$ cat src/wb2axi_defs.svh
// Wishbone to AXI bridge parameters
`ifndef WB2AXI_DEFS_SVH
`define WB2AXI_DEFS_SVH

// Byte address width on both buses
`define WB2AXI_ADDR_W 32

// Data width, one word per transaction
`define WB2AXI_DATA_W 32

// AXI transaction ID width
`define WB2AXI_ID_W 4

// Fixed IDs, one per direction
`define WB2AXI_WRITE_ID 0
`define WB2AXI_READ_ID 0

// Max transactions in flight before stall
`define WB2AXI_MAX_OUT 4

`endif

$ cat src/wb2axi_pkg.sv
// Wishbone to AXI bridge types
`include "wb2axi_defs.svh"

package wb2axi_pkg;

	// Plain vector types
	typedef logic [`WB2AXI_ADDR_W-1:0] addr_t;
	typedef logic [`WB2AXI_DATA_W-1:0] data_t;
	typedef logic [`WB2AXI_DATA_W/8-1:0] sel_t;
	typedef logic [`WB2AXI_ID_W-1:0] axi_id_t;
	typedef logic [1:0] resp_t;
	// Needs to reach MAX_OUT itself, hence the +1
	typedef logic [$clog2(`WB2AXI_MAX_OUT+1)-1:0] outcnt_t;

	//////////////////////////////////////////////////
	// Bus payloads
	//////////////////////////////////////////////////

	// One Wishbone request
	typedef struct packed {
		logic we;
		addr_t addr;
		data_t data;
		sel_t sel;
	} wb_req_t;

	// Address channel, shared by AW and AR
	typedef struct packed {
		axi_id_t id;
		addr_t addr;
		logic [7:0] len;
		logic [2:0] size;
		logic [1:0] burst;
		logic lock;
		logic [3:0] cache;
		logic [2:0] prot;
		logic [3:0] qos;
	} axi_aw_t;

	// Write data beat
	typedef struct packed {
		data_t data;
		sel_t strb;
		logic last;
	} axi_w_t;

	// Write response
	typedef struct packed {
		axi_id_t id;
		resp_t resp;
	} axi_b_t;

	// Read data beat
	typedef struct packed {
		axi_id_t id;
		data_t data;
		resp_t resp;
		logic last;
	} axi_r_t;

	// Bridge control state
	typedef enum logic [1:0] {
		st_idle,
		st_write,
		st_read,
		st_flush
	} ctrl_state_e;

endpackage

$ cat src/wb2axi_ctrl.sv
// Bridge control and stall
`timescale 1ns/1ps
`include "wb2axi_defs.svh"

module wb2axi_ctrl (
	input logic aclk,
	input logic rst_n,
	input logic wb_cyc,
	input logic wb_stb,
	input logic wb_we,
	input logic req_accept,
	input logic issue_busy,
	input logic resp_done,
	output logic wb_stall,
	output logic discard
);
	import wb2axi_pkg::*;

	ctrl_state_e state;
	ctrl_state_e state_next;
	outcnt_t out_cnt;
	outcnt_t out_cnt_next;
	logic at_limit;
	logic dir_conflict;
	logic flushing;

	//////////////////////////////////////////////////
	// Outstanding count
	//////////////////////////////////////////////////

	// Up on accept, down on response beat
	// Both may happen in the same cycle
	always_comb begin
		out_cnt_next = out_cnt + outcnt_t'(req_accept) - outcnt_t'(resp_done);
	end

	//////////////////////////////////////////////////
	// Direction and flush FSM
	//////////////////////////////////////////////////

	always_comb begin
		state_next = state;
		case (state)
			st_idle: begin
				// First request picks the direction
				if (req_accept) begin
					state_next = wb_we ? st_write : st_read;
				end
			end
			st_write, st_read: begin
				if (!wb_cyc) begin
					// Master gave up, drop what is still due
					state_next = (out_cnt_next != '0) ? st_flush : st_idle;
				end else if (out_cnt_next == '0) begin
					state_next = st_idle;
				end
			end
			st_flush: begin
				// Wait for the last stray response
				if (out_cnt_next == '0) begin
					state_next = st_idle;
				end
			end
			default: begin
				state_next = st_idle;
			end
		endcase
	end

	always_ff @(posedge aclk) begin
		if (!rst_n) begin
			state <= st_idle;
			out_cnt <= '0;
		end else begin
			state <= state_next;
			out_cnt <= out_cnt_next;
		end
	end

	//////////////////////////////////////////////////
	// Stall
	//////////////////////////////////////////////////

	// No room for another transaction
	assign at_limit = (out_cnt == outcnt_t'(`WB2AXI_MAX_OUT));

	// Opposite direction while responses still due
	// Count nonzero means state holds the direction
	assign dir_conflict = wb_stb && (out_cnt != '0) && (wb_we != (state == st_write));

	assign flushing = (state == st_flush);

	assign wb_stall = issue_busy | at_limit | dir_conflict | flushing;

	// Also covers a response landing in the very cycle cyc drops
	assign discard = flushing | ~wb_cyc;

endmodule

$ cat src/axi_req_issue.sv
// AXI request issue stage
`timescale 1ns/1ps
`include "wb2axi_defs.svh"

module axi_req_issue (
	input logic aclk,
	input logic rst_n,
	input logic wb_cyc,
	input logic wb_stb,
	input logic wb_stall,
	input wb2axi_pkg::wb_req_t wb_req,
	output logic req_accept,
	output logic issue_busy,
	output wb2axi_pkg::axi_aw_t aw,
	output logic aw_valid,
	input logic aw_ready,
	output wb2axi_pkg::axi_w_t w,
	output logic w_valid,
	input logic w_ready,
	output wb2axi_pkg::axi_aw_t ar,
	output logic ar_valid,
	input logic ar_ready
);
	import wb2axi_pkg::*;

	// Full AXI address beat from a plain address
	// Single beat, full width, FIXED, everything else zero
	function automatic axi_aw_t addr_beat(input addr_t addr, input axi_id_t id);
		axi_aw_t beat;
		beat.id = id;
		beat.addr = addr;
		beat.len = 8'd0;
		beat.size = 3'($clog2(`WB2AXI_DATA_W/8));
		beat.burst = 2'b00;
		beat.lock = 1'b0;
		beat.cache = 4'd0;
		beat.prot = 3'd0;
		beat.qos = 4'd0;
		return beat;
	endfunction

	// Standard Wishbone pipelined accept
	assign req_accept = wb_cyc & wb_stb & ~wb_stall;

	//////////////////////////////////////////////////
	// Valids
	//////////////////////////////////////////////////

	// Accept only happens while no valid is set,
	// so load and handshake never collide
	always_ff @(posedge aclk) begin
		if (!rst_n) begin
			aw_valid <= 1'b0;
			w_valid <= 1'b0;
			ar_valid <= 1'b0;
		end else if (req_accept) begin
			aw_valid <= wb_req.we;
			w_valid <= wb_req.we;
			ar_valid <= ~wb_req.we;
		end else begin
			// Each channel drops on its own handshake
			if (aw_valid && aw_ready) begin
				aw_valid <= 1'b0;
			end
			if (w_valid && w_ready) begin
				w_valid <= 1'b0;
			end
			if (ar_valid && ar_ready) begin
				ar_valid <= 1'b0;
			end
		end
	end

	//////////////////////////////////////////////////
	// Payloads
	//////////////////////////////////////////////////

	// Loaded once per accept, stable while valid
	always_ff @(posedge aclk) begin
		if (req_accept) begin
			if (wb_req.we) begin
				aw <= addr_beat(wb_req.addr, axi_id_t'(`WB2AXI_WRITE_ID));
				w.data <= wb_req.data;
				w.strb <= wb_req.sel;
				w.last <= 1'b1;
			end else begin
				ar <= addr_beat(wb_req.addr, axi_id_t'(`WB2AXI_READ_ID));
			end
		end
	end

	// Busy until AW and W both went through (or AR)
	assign issue_busy = aw_valid | w_valid | ar_valid;

endmodule

$ cat src/axi_resp_return.sv
// AXI response return stage
`timescale 1ns/1ps

module axi_resp_return (
	input logic aclk,
	input logic rst_n,
	input logic discard,
	input wb2axi_pkg::axi_b_t b,
	input logic b_valid,
	output logic b_ready,
	input wb2axi_pkg::axi_r_t r,
	input logic r_valid,
	output logic r_ready,
	output logic resp_done,
	output logic wb_ack,
	output logic wb_err,
	output wb2axi_pkg::data_t wb_rdata
);
	import wb2axi_pkg::*;

	logic b_hs;
	logic r_hs;
	logic resp_hs;
	resp_t resp_code;

	// Wishbone has no way to stall an ack
	assign b_ready = 1'b1;
	assign r_ready = 1'b1;

	assign b_hs = b_valid & b_ready;
	assign r_hs = r_valid & r_ready;

	// Directions never mix, at most one of these per cycle
	assign resp_hs = b_hs | r_hs;
	assign resp_done = resp_hs;

	// Response code from whichever channel fired
	assign resp_code = b_hs ? b.resp : r.resp;

	//////////////////////////////////////////////////
	// Ack and err
	//////////////////////////////////////////////////

	// SLVERR and DECERR both have bit 1 set
	always_ff @(posedge aclk) begin
		if (!rst_n) begin
			wb_ack <= 1'b0;
			wb_err <= 1'b0;
		end else begin
			wb_ack <= resp_hs & ~discard & ~resp_code[1];
			wb_err <= resp_hs & ~discard & resp_code[1];
		end
	end

	// Read data, valid alongside ack
	always_ff @(posedge aclk) begin
		if (r_hs) begin
			wb_rdata <= r.data;
		end
	end

endmodule

$ cat src/wb2axi_top.sv
// Wishbone to AXI bridge top
`timescale 1ns/1ps

module wb2axi_top (
	input logic aclk,
	input logic rst_n,
	// Wishbone pipelined slave side
	input logic wb_cyc,
	input logic wb_stb,
	input wb2axi_pkg::wb_req_t wb_req,
	output logic wb_stall,
	output logic wb_ack,
	output logic wb_err,
	output wb2axi_pkg::data_t wb_rdata,
	// AXI master side
	output wb2axi_pkg::axi_aw_t aw,
	output logic aw_valid,
	input logic aw_ready,
	output wb2axi_pkg::axi_w_t w,
	output logic w_valid,
	input logic w_ready,
	output wb2axi_pkg::axi_aw_t ar,
	output logic ar_valid,
	input logic ar_ready,
	input wb2axi_pkg::axi_b_t b,
	input logic b_valid,
	output logic b_ready,
	input wb2axi_pkg::axi_r_t r,
	input logic r_valid,
	output logic r_ready
);
	import wb2axi_pkg::*;

	logic req_accept;
	logic issue_busy;
	logic resp_done;
	logic discard;

	//////////////////////////////////////////////////
	// Control
	//////////////////////////////////////////////////

	wb2axi_ctrl u_ctrl (
		.aclk(aclk),
		.rst_n(rst_n),
		.wb_cyc(wb_cyc),
		.wb_stb(wb_stb),
		.wb_we(wb_req.we),
		.req_accept(req_accept),
		.issue_busy(issue_busy),
		.resp_done(resp_done),
		.wb_stall(wb_stall),
		.discard(discard)
	);

	//////////////////////////////////////////////////
	// Request and response paths
	//////////////////////////////////////////////////

	axi_req_issue u_issue (
		.aclk(aclk),
		.rst_n(rst_n),
		.wb_cyc(wb_cyc),
		.wb_stb(wb_stb),
		.wb_stall(wb_stall),
		.wb_req(wb_req),
		.req_accept(req_accept),
		.issue_busy(issue_busy),
		.aw(aw),
		.aw_valid(aw_valid),
		.aw_ready(aw_ready),
		.w(w),
		.w_valid(w_valid),
		.w_ready(w_ready),
		.ar(ar),
		.ar_valid(ar_valid),
		.ar_ready(ar_ready)
	);

	// Ready outputs come from here, always high
	axi_resp_return u_resp (
		.aclk(aclk),
		.rst_n(rst_n),
		.discard(discard),
		.b(b),
		.b_valid(b_valid),
		.b_ready(b_ready),
		.r(r),
		.r_valid(r_valid),
		.r_ready(r_ready),
		.resp_done(resp_done),
		.wb_ack(wb_ack),
		.wb_err(wb_err),
		.wb_rdata(wb_rdata)
	);

endmodule

$ cat config.mk
export PLATFORM = sky130hd
export DESIGN_NAME = wb2axi_top
export DESIGN_NICKNAME = d
export VERILOG_FILES = /design/src/wb2axi_pkg.sv /design/src/wb2axi_ctrl.sv /design/src/axi_req_issue.sv /design/src/axi_resp_return.sv /design/src/wb2axi_top.sv
export VERILOG_INCLUDE_DIRS = /design/src
export SDC_FILE = /design/constraint.sdc
export NUM_CORES = 1
export LEC_CHECK = 0
export ABC_AREA = 1
export CAP_MARGIN = 25
export CORE_AREA = 2 2 125 127
export DETAILED_ROUTE_END_ITERATION = 8
export DIE_AREA = 0 0 127 129
export DONT_BUFFER_PORTS = 1
export HOLD_SLACK_MARGIN = 0.05
export PLACE_DENSITY_LB_ADDON = 0.2
export SLEW_MARGIN = 20
export SYNTH_ARGS = -nofsm -noshare
export SYNTH_HDL_FRONTEND = slang
export SYNTH_SLANG_ARGS = --single-unit
$ cat constraint.sdc
create_clock -name aclk -period 3 [get_ports aclk]
set_input_delay 0.45 -clock aclk [delete_from_list [all_inputs] [get_ports aclk]]
set_output_delay 0.45 -clock aclk [all_outputs]
set_load 0.05 [all_outputs]
Word level (Yosys, flattened, before mapping)
Cells that the tools add are included.

Memories: 0. Register bits: 142. Output and inout bits: 199. Input bits: 123. Logic and storage cells: 65. Memory bits (writable): 0. Bits in latches: 0. Memory bits (read-only): 0.

Shifts and indexed selects: 0. Equality and inequality tests: 6. $add $sub $neg: 2. Divide/modulo/power cells: 0. $mul: 0. Bitwise logic cells: 17. Reduce and logical (&&, ||, !) cells: 15. $lt $le $gt $ge: 0. Mux-type cells: 13.

Operators by type and width (number): 2-to-1 mux 2 bit (6); OR 1 bit (7); 2-to-1 mux 1 bit (6); case mux 2 bit (3 select lines) (1); nonzero test 2 bit (3); nonzero test 3 bit (2); bitwise AND 1 bit (5); logical AND 1 bit (5); NOT 1 bit (5); == test 2 bit (second input constant) (2); AND reduction 2 bit (2); adder 3 x 1 -> 3 bit (1); == test 3 bit (second input constant) (1); logical NOT 3 bit (1); subtractor 3 x 1 -> 3 bit (1); == test 2 x 1 -> 1 bit (second input constant) (1); logical NOT 2 bit (1); inequality test 2 x 1 -> 1 bit (second input constant) (1); OR reduction 2 bit (1); inequality test 1 bit (1).

Logic depth before layout (Yosys ltp)
Gate-level depths: netlist (run 1).

Word-level depth: 13. Mapped depth: 16. Depth with buffers taken out: 16.

By module
A second synthesis (run 1) with hierarchy kept.

Cell total of the unflattened synthesis: 298. Area, all modules: 5131.2 µm².

Modules (own cells, without submodules): axi_req_issue (times used 1, area an instance 3609.7 µm², cells an instance 186, sequential area each 3062.9 µm²); axi_resp_return (times used 1, area an instance 1092.3 µm², cells an instance 53, sequential area each 1001.0 µm²); wb2axi_ctrl (times used 1, area an instance 429.2 µm², cells an instance 59, sequential area each 100.1 µm²).

Worst setup path after synthesis (run 1)
No wires, ideal clock.

Path kind: reg-to-reg. Start: register u_ctrl.state[0]. End: register u_issue.aw[25] (netlist name). Library setup time: 0.422 ns. Path buffers: 0. Path slack: 0.114 ns. Data required time: 2.578 ns. Cell stages (with the launch flop): 9. Clock period less this slack: 2.886 ns. Data arrival time: 2.464 ns. Cells stage by stage: dfxtp_1 > ha_1 > nor2_2 > nand2_1 > nor2_4 > nand3b_4 > inv_1 > nand2_1 > inv_1.

Cells in the longest elaborated chain, start to end: 8. Elaborated cells on any way between the ends: 9. Classes of those cells: eq/ne (3); bitwise (4); reduce/logical (2).

RTL lines: start: declaration (line wb2axi_ctrl.sv:19) `ctrl_state_e state;`; start signal: assignment (line wb2axi_ctrl.sv:72) `state <= st_idle;`; start signal: assignment (line wb2axi_ctrl.sv:75) `state <= state_next;`; == test 2 x 1 -> 1 bit (line wb2axi_ctrl.sv:89) `assign dir_conflict = wb_stb && (out_cnt != '0) && (wb_we != (state == st_write));`; inequality test 1 bit (line wb2axi_ctrl.sv:89); logical AND 1 bit (line wb2axi_ctrl.sv:89); OR 1 bit (line wb2axi_ctrl.sv:93) `assign wb_stall = issue_busy | at_limit | dir_conflict | flushing;`; OR 1 bit * (line wb2axi_ctrl.sv:93); NOT 1 bit * (line axi_req_issue.sv:43) `assign req_accept = wb_cyc & wb_stb & ~wb_stall;`; bitwise AND 1 bit * (line axi_req_issue.sv:43); AND reduction 2 bit (no source line) *.

Every way passes the cells marked *; elsewhere a longest branch is shown, timed or not. A chain may end at the register's enable or synchronous reset.

Worst setup path in the final report (run 1)
Start: register u_ctrl.state[1]. End: register u_ctrl.state[0].

Cells in the longest elaborated chain, start to end: 13. Elaborated cells on any way between the ends: 20. Classes of those cells: add/sub (2); eq/ne (5); mux (4); bitwise (4); reduce/logical (5).

RTL lines: == test 2 x 1 -> 1 bit (line wb2axi_ctrl.sv:43, wb2axi_ctrl.sv:89); inequality test 1 bit (line wb2axi_ctrl.sv:89); logical AND 1 bit (line wb2axi_ctrl.sv:89); OR 1 bit (2 in series) (line wb2axi_ctrl.sv:93); NOT 1 bit (line axi_req_issue.sv:43); bitwise AND 1 bit (line axi_req_issue.sv:43); adder 3 x 1 -> 3 bit (line wb2axi_ctrl.sv:34) `out_cnt_next = out_cnt + outcnt_t'(req_accept) - outcnt_t'(resp_done);`; subtractor 3 x 1 -> 3 bit (line wb2axi_ctrl.sv:34); nonzero test 3 bit or logical NOT 3 bit (tied branches) (line wb2axi_ctrl.sv:53, wb2axi_ctrl.sv:54, wb2axi_ctrl.sv:60); 2-to-1 mux 2 bit, on equally long branches; 2-to-1 mux 2 bit (line wb2axi_ctrl.sv:51) `if (!wb_cyc) begin`; case mux 2 bit (3 select lines) (line wb2axi_ctrl.sv:43) `case (state)`.

Parallel ways exist; a longest one is shown, timed or not.

==> impl_metrics.csv, run 1 <==
group,metric,value,unit
routing,drt_wl_total,9360,um
setup_path,criticalPathCategory,"register to register",
routing,vias,2164,
clock_tree,cts_buffers,17,
routing,viasPerCell,4.23,
sta,clock.fmax,373,MHz
setup_path,slowest_delay,0.40,ns
sta,fin_hold_ws,0.126,ns
clock_tree,cts-resized-gates,0,
logic_synthesis,postSynthCellCount,287,
clock_tree,hold_buffers,0,
floorplan,coreArea,0.0150,mm^2
final_layout,final_nets,439,
place,portBuffers,0,
final_layout,drive_gt1_share,13.7,%
clock_tree,cts_num_sinks,142,
final_layout,layout_common_cells,"132 x edfxtp_1, 61 x conb_1, 23 x inv_1, 19 x nand2_1, 17 x clkbuf_16",
setup_path,critPathRequiredTime,3.34,ns
logic_synthesis,avgSynthCellArea,17.8,um^2
routing,drc,0,
floorplan,start_util,34.0,%
place,dp_cells,478,
clock_tree,cts.reportedPaths.clkPinSlew,0.06,ns
grt,grt-ovfl-total,0,
floorplan,dieArea,0.0164,mm^2
routing,ant_nets,0,
setup_path,cp.arrival,3.02,ns
sta,tightest_slew,0.504,ns
power,leakage,2.13,nW
setup_path,cp-end-kind,"register",
sta,maxSlewViolCount,0,
clock_tree,htree_levels,4,
job,drv_cap,0,
final_layout,area_delta_synth_final,13.2,%
final_layout,fin_area,0.00577,mm^2
floorplan,die_x,127,um
logic_synthesis,netlist_area,0.00510,mm^2
setup_path,startpoint_type,"register",
sta,grt_setup_unrepaired,"no",
logic_synthesis,synth-compound-area-share,1.42,%
routing,dr.pass1.iters,4,
routing,drtIter0Drc,135,
grt,grt_max_degree,69,
sta,setup_viol,0,
worst_hold_path,holdCritPathClass,"primary input to register",
final_layout,layout_commonest_cell,"edfxtp_1",
logic_synthesis,synth-adder-area-share,1.87,%
clock_tree,postCtsSetupBuffers,0,
grt,grt_pass1_wl,12700,um
setup_path,path_max_fanout,5,
sta,timing_hold_violations_final,0,
status,status,"complete, no violations",
clock_tree,cts_root_buffer,"clkbuf_16",
clock_tree,cts_tree,"yes",
sta,max_slew_margin,66.5,%
floorplan,die_height,129,um
place,placed_cell_area,0.00515,mm^2
logic_synthesis,synth_mux_area_share,0,%
logic_synthesis,synthSimpleGateAreaFrac,3.95,%
final_layout,finish.utilization,38.5,%
sta,period_share,89.3,%
grt,grt_use_total,11.1,%
final_layout,finalNonFillerCells,511,
power,ir_worst_vdd,0.335,mV
sta,clock_skew,0.0142,ns
setup_path,critical-path-slowest-cell,"dfxtp_1",
logic_synthesis,ys_types,22,
logic_synthesis,yosysSeqAreaShare,81.7,%
place,hpwl,7020,um
floorplan,row_count,45,
sta,setup_tns,0,ns
power,power_density,980,mW/mm^2
logic_synthesis,synth-xor-area-share,0.172,%
grt,grt_antenna_before_repair,3,
logic_synthesis,synth_warnings,0,
setup_path,cp_cell_sequence,"inv_1 > ha_1 > xor2_1 > nand3_2 > nand3b_4 > ha_1 > inv_1 > ha_1 > fa_1 > inv_1 > nand3_1 > nand3_2 > o21ai_1 > o21ai_1 > nand2_1 > a21oi_1",
routing,wl_per_cell,18.3,um
clock_tree,worst_skew_pair.late_latency,0.41,ns
floorplan,io_pins,322,
logic_synthesis,synth_seq_cells,142,
grt,grt_pass1_vias,2065,
sta,period_needed,2.68,ns
logic_synthesis,synth_top_family_by_area,"buffers and inverters",
clock_tree,cts_max_path_buffers,2,
place,gp_congestion,0.732,
## cells by family after synthesis
kind of cell / after synthesis
AO/OA/AOI/OAI: 11
XOR/XNOR: 1
other: 2
adder cells (fa/ha/maj): 7
flip-flops: 142
buffers and inverters: 85
AND/OR/NAND/NOR: 39
## report_power, final
part           total (mW)  internal [mW]  switching (mW)  leakage [nW]
clock                2.17           1.40           0.775         0.301
sequential           2.90           2.38           0.519          1.31
combinational       0.590          0.141           0.449         0.520
## through the flow
stage	setup slack (ns)	total power, mW
after CTS	0.296	5.73
after global placement	0.304	3.53
after floorplan	0.114	3.49
after detailed placement	0.299	3.53
after global routing	0.0724	5.88
final	0.321	5.66
## final cells by class
class                           count  area, um^2
Sequential cell                   142        4160
Tap cell                          188         235
Timing Repair Buffer                5        50.0
Antenna cell                        1        2.50
Inverter                           24        90.1
Clock buffer                       19         433
Clock inverter                     13         188
Fill cell                        1355        9210
Multi-Input combinational cell    119         607
## routing by layer
metal / up-vias / track usage [%] / wire, um
met5: - / 0 / 40
met4: 4 / 5.75 / 188
met3: 21 / 8.36 / 1420
met2: 198 / 17.7 / 4660
met1: 1009 / 10.6 / 3050
li1: 932 / - / -
## flip-flops by register name (all words and copies together), names as in the netlist
signal,cells
u_issue.w_valid,1
u_issue.ar,32
u_issue.aw_valid,1
u_resp.wb_rdata,32
u_resp.wb_ack,1
u_issue.ar_valid,1
u_issue.w,36
u_ctrl.state,2
u_resp.wb_err,1
u_issue.aw,32
u_ctrl.out_cnt,3
## synthesized netlist by cell type
cell type	instances	area (um^2)
edfxtp_1	132	3960
xor2_1	1	8.76
nand3_2	2	20.0
o21ai_1	2	10.0
conb_1	2	7.51
nand2_1	19	71.3
ha_1	6	75.1
nor2_2	2	12.5
fa_1	1	20.0
a21oi_1	5	25.0
nor2_4	1	11.3
nand3b_4	1	20.0
nor2_1	6	22.5
a21oi_2	1	8.76
a21oi_4	1	16.3
nand3_1	7	35.0
o21ai_0	1	5.00
inv_1	24	90.1
o211ai_1	1	7.51
buf_4	61	458
or2_4	1	8.76
dfxtp_1	10	200
## critical path: cells and delay by family, from the launching register on
kind            cells  cell delay (ns)
fa+ha+maj           4             1.06
buf+inv             3             0.20
compound gates      3             0.30
flops               1             0.40
simple gates        5             0.50
xor+xnor            1             0.15
## worst paths after layout
| path | slack (ns) | end | cells after the start | start |
|---|---|---|---|---|
| max | 0.32 | u_ctrl.state[0] | 16 | u_ctrl.state[1] |
| min | 0.13 | u_resp.wb_rdata[19] | 0 | r[22] |
| max reg2reg | 0.32 | u_ctrl.state[0] | 16 | u_ctrl.state[1] |
| min reg2reg | 0.56 | u_ctrl.state[1] | 2 | u_ctrl.state[1] |
(Power assumes the default switching activity.)
==> inputs of run 2 (changes only) <==
- CORE_AREA: 2 2 125 127 -> 2 2 124 126
- DIE_AREA: 0 0 127 129 -> 0 0 126 128
- REMOVE_ABC_BUFFERS: default -> 1
- clock period: 3 -> 3.1 ns (I/O delays scaled with it)
==> run 2 against run 1 <==
  * Setup slack better by 0.032 ns
  * Worst hold slack better by 0.018 ns
  * Largest power group unchanged
  * Core utilization down 0.12 points
  * Critical endpoint is now u_ctrl.state[1]
  * Fmax down 2.5%
==> impl_metrics.csv, run 2 (same netlist as run 1, synthesis figures left out) <==
group,metric,value,unit
final_layout,fillers,1369,
floorplan,dieArea,0.0161,mm^2
clock_tree,cts_num_sinks,142,
power,finalPower,5.25,mW
grt,grt_pass1_wl,14200,um
place,gp_congestion,0.731,
floorplan,die_height,128,um
sta,maxSlewViolCount,0,
setup_path,critPathMostFrequentCell,"ha_1",
setup_path,critical-path-slowest-cell,"fa_1",
clock_tree,cts_root_buffer,"clkbuf_16",
sta,fin_hold_ws,0.144,ns
sta,period_needed,2.75,ns
final_layout,largest_reg_flops,36,
status,status,"complete, no violations",
final_layout,regMostFlops,"u_issue.w",
clock_tree,cts_tree,"yes",
final_layout,area_delta_synth_final,12.0,%
sta,setup_tns,0,ns
final_layout,multi_input_area,607,um^2
final_layout,area.sequential,0.00416,mm^2
floorplan,row_count,45,
final_layout,layout_commonest_cell,"edfxtp_1",
routing,drc,0,
sta,timing_hold_violations_final,0,
final_layout,layout_common_cells,"132 x edfxtp_1, 61 x conb_1, 23 x inv_1, 19 x nand2_1, 17 x clkbuf_16",
final_layout,finalNonFillerCells,512,
floorplan,io_pins,322,
place,dp_cells,478,
grt,grt_antenna_before_repair,3,
clock_tree,htree_levels,4,
routing,ant_nets,0,
grt,grt_pass1_vias,2115,
grt,grt_max_degree,69,
setup_path,cp_num_buf_inv,1,
place,portBuffers,0,
job,drv_cap,0,
setup_path,startpoint_type,"register",
clock_tree,cts_max_path_buffers,2,
setup_path,critPathRequiredTime,3.40,ns
routing,viasPerCell,4.25,
setup_path,cp_cell_sequence,"ha_1 > nor2_2 > nand2_1 > nor2_4 > nand3b_4 > ha_1 > inv_1 > ha_1 > fa_1 > nor2_1 > nand3_2 > o211ai_1 > nand3_1 > nand2_1 > a21oi_2",
final_layout,final_nets,439,
clock_tree,cts.reportedPaths.clkPinSlew,0.07,ns
routing,vias,2177,
setup_path,cp.arrival,3.05,ns
clock_tree,worst_skew_pair.late_latency,0.41,ns
worst_hold_path,holdCritPathClass,"primary input to register",
clock_tree,postCtsSetupBuffers,0,
floorplan,start_util,34.3,%
power,leakage,2.09,nW
final_layout,finish.utilization,38.4,%
setup_path,crit_family,"adder cells",
place,placed_cell_area,0.00515,mm^2
routing,dr.pass1.iters,4,
grt,grt_use_total,12.6,%
place,dp_slack,0.340,ns
sta,setup_viol,0,
sta,clock.fmax,364,MHz
sta,clock_skew,0.00841,ns
setup_path,criticalPathCategory,"register to register",
setup_path,path_max_fanout,5,
setup_path,slowest_delay,0.45,ns
final_layout,fin_area,0.00571,mm^2
final_layout,drive_gt1_share,14.3,%
floorplan,coreArea,0.0149,mm^2
sta,tightest_slew,0.554,ns
floorplan,die_x,126,um
grt,grt-ovfl-total,0,
routing,drt_wl_total,10400,um
sta,grt_setup_unrepaired,"no",
place,hpwl,7920,um
routing,wl_per_cell,20.3,um
sta,period_share,88.6,%
clock_tree,hold_buffers,0,
setup_path,cp-end-kind,"register",
power,ir_worst_vdd,0.314,mV
sta,fin_ws,0.353,ns
routing,drtIter0Drc,111,
clock_tree,cts-resized-gates,0,
clock_tree,cts_buffers,17,
sta,max_slew_margin,63.1,%
power,power_density,921,mW/mm^2
==> run 2: changes by cell type in the layout (fill, tap and decap cells not counted) <==
cell        change
clkinv_4        +3
diode_2         +1
clkinv_2        -2
bufinv_16       -4
clkinvlp_4      +1
inv_6           +2
clkbuf_1        -2
inv_8           +2
==> run 2: report_power, final <==
group / leakage, nW / switching (mW) / internal, mW
clock network: 0.268 / 0.821 / 1.05
logic: 0.520 / 0.440 / 0.137
registers: 1.31 / 0.510 / 2.30
total: 2.09 / 1.77 / 3.48
==> run 2: final cells by class <==
cell class,instances,share of cell area (%)
Clock buffer,17,7.45
Multi-Input combinational cell,119,10.6
Timing Repair Buffer,5,0.877
Sequential cell,142,73.0
Inverter,24,1.58
Tap cell,188,4.12
Clock inverter,15,2.30
Antenna cell,2,0.0877
==> run 2: path summary, 6_finish.rpt <==
check,cells after the start,slack [ns],endpoint,startpoint
worst max-delay path,15,0.35,u_ctrl.state[1],u_ctrl.state[0]
worst min-delay path,0,0.14,u_resp.wb_rdata[12],r[15]
worst max register to register,15,0.35,u_ctrl.state[1],u_ctrl.state[0]
worst min register to register,2,0.56,u_ctrl.state[1],u_ctrl.state[1]
==> run 2: per-layer routing <==
metal / up-vias / track usage [%] / part of all wire [%]
li1: 933 / - / -
met1: 1020 / 11.1 / 32
met2: 211 / 22.5 / 53
met3: 13 / 8.22 / 13
met4: 0 / 5.56 / 2.0
met5: - / 0 / 0
==> inputs of run 3 (changes only) <==
- CORE_AREA: 2 2 124 126 -> default
- CORE_UTILIZATION: default -> 30
- DIE_AREA: 0 0 126 128 -> default
==> run 3 against run 2 <==
  * Count of clock-buffer cells in the layout stayed put
  * Setup slack improved by 0.027 ns
  * Sequential cell count did not move
  * Non-clock buffer count did not move
  * Sequential power about the same
  * Core utilization down 3.8 points
  * Combinational power hardly changed
  * Clock power hardly changed
  * Fmax is 1.0% higher
  * Wire length shrank 5.7%
==> impl_metrics.csv, run 3 (same netlist as run 1, synthesis figures left out) <==
group,metric,value,unit
floorplan,row_count,47,
floorplan,die_x,132,um
sta,maxSlewViolCount,0,
floorplan,dieArea,0.0175,mm^2
sta,timing_hold_violations_final,0,
power,power_density,916,mW/mm^2
final_layout,layout_commonest_cell,"edfxtp_1",
sta,clock_skew,0.00997,ns
final_layout,final_nets,439,
clock_tree,cts.reportedPaths.clkPinSlew,0.06,ns
grt,grt-ovfl-total,0,
routing,ant_nets,0,
sta,period_needed,2.72,ns
clock_tree,cts_max_path_buffers,2,
setup_path,cp.arrival,3.02,ns
place,portBuffers,0,
setup_path,critPathRequiredTime,3.40,ns
setup_path,criticalPathCategory,"register to register",
final_layout,layout_common_cells,"132 x edfxtp_1, 61 x conb_1, 23 x inv_1, 19 x nand2_1, 17 x clkbuf_16",
routing,drc,0,
worst_hold_path,holdCritPathClass,"primary input to register",
clock_tree,cts_num_sinks,142,
sta,period_share,87.7,%
grt,grt_max_degree,61,
sta,clock.fmax,368,MHz
power,seqPwrFrac,53.4,%
final_layout,multi_input_area,607,um^2
routing,drtIter0Drc,112,
final_layout,largest_reg_flops,36,
clock_tree,hold_buffers,0,
clock_tree,htree_levels,4,
final_layout,area_delta_synth_final,12.6,%
place,placed_cell_area,0.00519,mm^2
setup_path,critical-path-slowest-cell,"fa_1",
setup_path,startpoint_type,"register",
setup_path,cp_cell_sequence,"ha_1 > nor2_2 > nand2_1 > nor2_4 > nand3b_4 > ha_1 > inv_1 > ha_1 > fa_1 > nor2_1 > nand3_2 > o211ai_1 > nand3_1 > nand2_1 > a21oi_2",
final_layout,finish.utilization,34.6,%
power,power.switching,1.78,mW
power,ir_worst_vdd,0.348,mV
status,status,"complete, no violations",
clock_tree,cts_root_buffer,"clkbuf_16",
place,gp_congestion,0.747,
job,drv_cap,0,
sta,grt_setup_unrepaired,"no",
grt,grt_use_total,11.2,%
sta,max_slew_margin,64.3,%
floorplan,io_pins,322,
clock_tree,cts-resized-gates,0,
grt,grt_pass1_vias,2095,
floorplan,start_util,30.7,%
setup_path,cp-end-kind,"register",
clock_tree,worst_skew_pair.late_latency,0.41,ns
setup_path,cp_num_buf_inv,1,
final_layout,fin_area,0.00574,mm^2
routing,viasPerCell,3.96,
power,p_sw_share,33.8,%
power,internal_power,3.48,mW
sta,setup_tns,0,ns
floorplan,coreArea,0.0166,mm^2
power,power_frac_clock,35.7,%
setup_path,critPathMostFrequentCell,"ha_1",
place,hpwl,7360,um
final_layout,fillers,1619,
clock_tree,cts_tree,"yes",
final_layout,regMostFlops,"u_issue.w",
floorplan,die_height,132,um
grt,grt_pass1_wl,13700,um
setup_path,slowest_delay,0.45,ns
grt,grt_antenna_before_repair,0,
routing,drt_wl_total,9810,um
routing,dr.pass1.iters,4,
routing,vias,2146,
power,comb_power_share,10.9,%
setup_path,crit_family,"adder cells",
clock_tree,postCtsSetupBuffers,0,
final_layout,area.sequential,0.00416,mm^2
power,finalPower,5.26,mW
sta,setup_viol,0,
routing,wl_per_cell,18.1,um
sta,tightest_slew,0.537,ns
clock_tree,cts_buffers,17,
final_layout,drive_gt1_share,14.6,%
setup_path,path_max_fanout,5,
final_layout,diodes,0,
power,leakage,2.09,nW
[run 3: cell types whose count changed in the layout (fill, tap and decap cells not counted)]
| cell | previous run | this run |
|---|---|---|
| clkinv_2 | 0 | 2 |
| diode_2 | 2 | 0 |
| clkinvlp_4 | 2 | 4 |
| clkinv_1 | 1 | 0 |
| inv_6 | 3 | 4 |
| clkinv_4 | 6 | 2 |
[run 3: layer usage]
metal	part of all wire (%)	wire length (um)	vias up	track usage [%]
met5	0	0	-	0
met4	1.8	174	0	6.13
met3	11	1060	11	5.38
met2	53	5150	198	19.4
met1	35	3420	1007	10.9
li1	-	-	930	-
[run 3: area by class of cell]
cell class	instances	share of cell area, %
repair buffers	5	0.872
flip-flops and latches	142	72.6
clock inverters	15	2.20
inverters	24	1.57
well taps	220	4.80
clock buffers	17	7.41
multi-input cells	119	10.6
[run 3: worst paths after layout]
kind                                 startpoint              end  slack, ns  cells past startpoint
worst max-delay path            u_ctrl.state[0]  u_ctrl.state[1]       0.38                     15
worst min-delay path                  wb_req[5]     u_issue.w[6]       0.14                      0
worst max register to register  u_ctrl.state[0]  u_ctrl.state[1]       0.38                     15
worst min register to register  u_ctrl.state[1]  u_ctrl.state[1]       0.56                      2
[run 3: stage by stage]
step,setup slack [ns],cells,hold WS (ns)
after floorplan,0.214,285,0.517
after global placement,0.396,510,0.551
after detailed placement,0.357,510,0.559
after CTS,0.357,542,0.120
after global routing,0.190,542,0.116
final,0.380,542,0.144
[run 3: power groups by stage]
stage                     Clock, mW  Combinational, mW  Sequential [mW]
final                          1.88              0.575             2.81
after global routing           2.02              0.632             2.82
after CTS                      1.94              0.583             2.81
after detailed placement          0              0.582             2.85
after global placement            0              0.575             2.85
after floorplan                   0              0.487             2.83
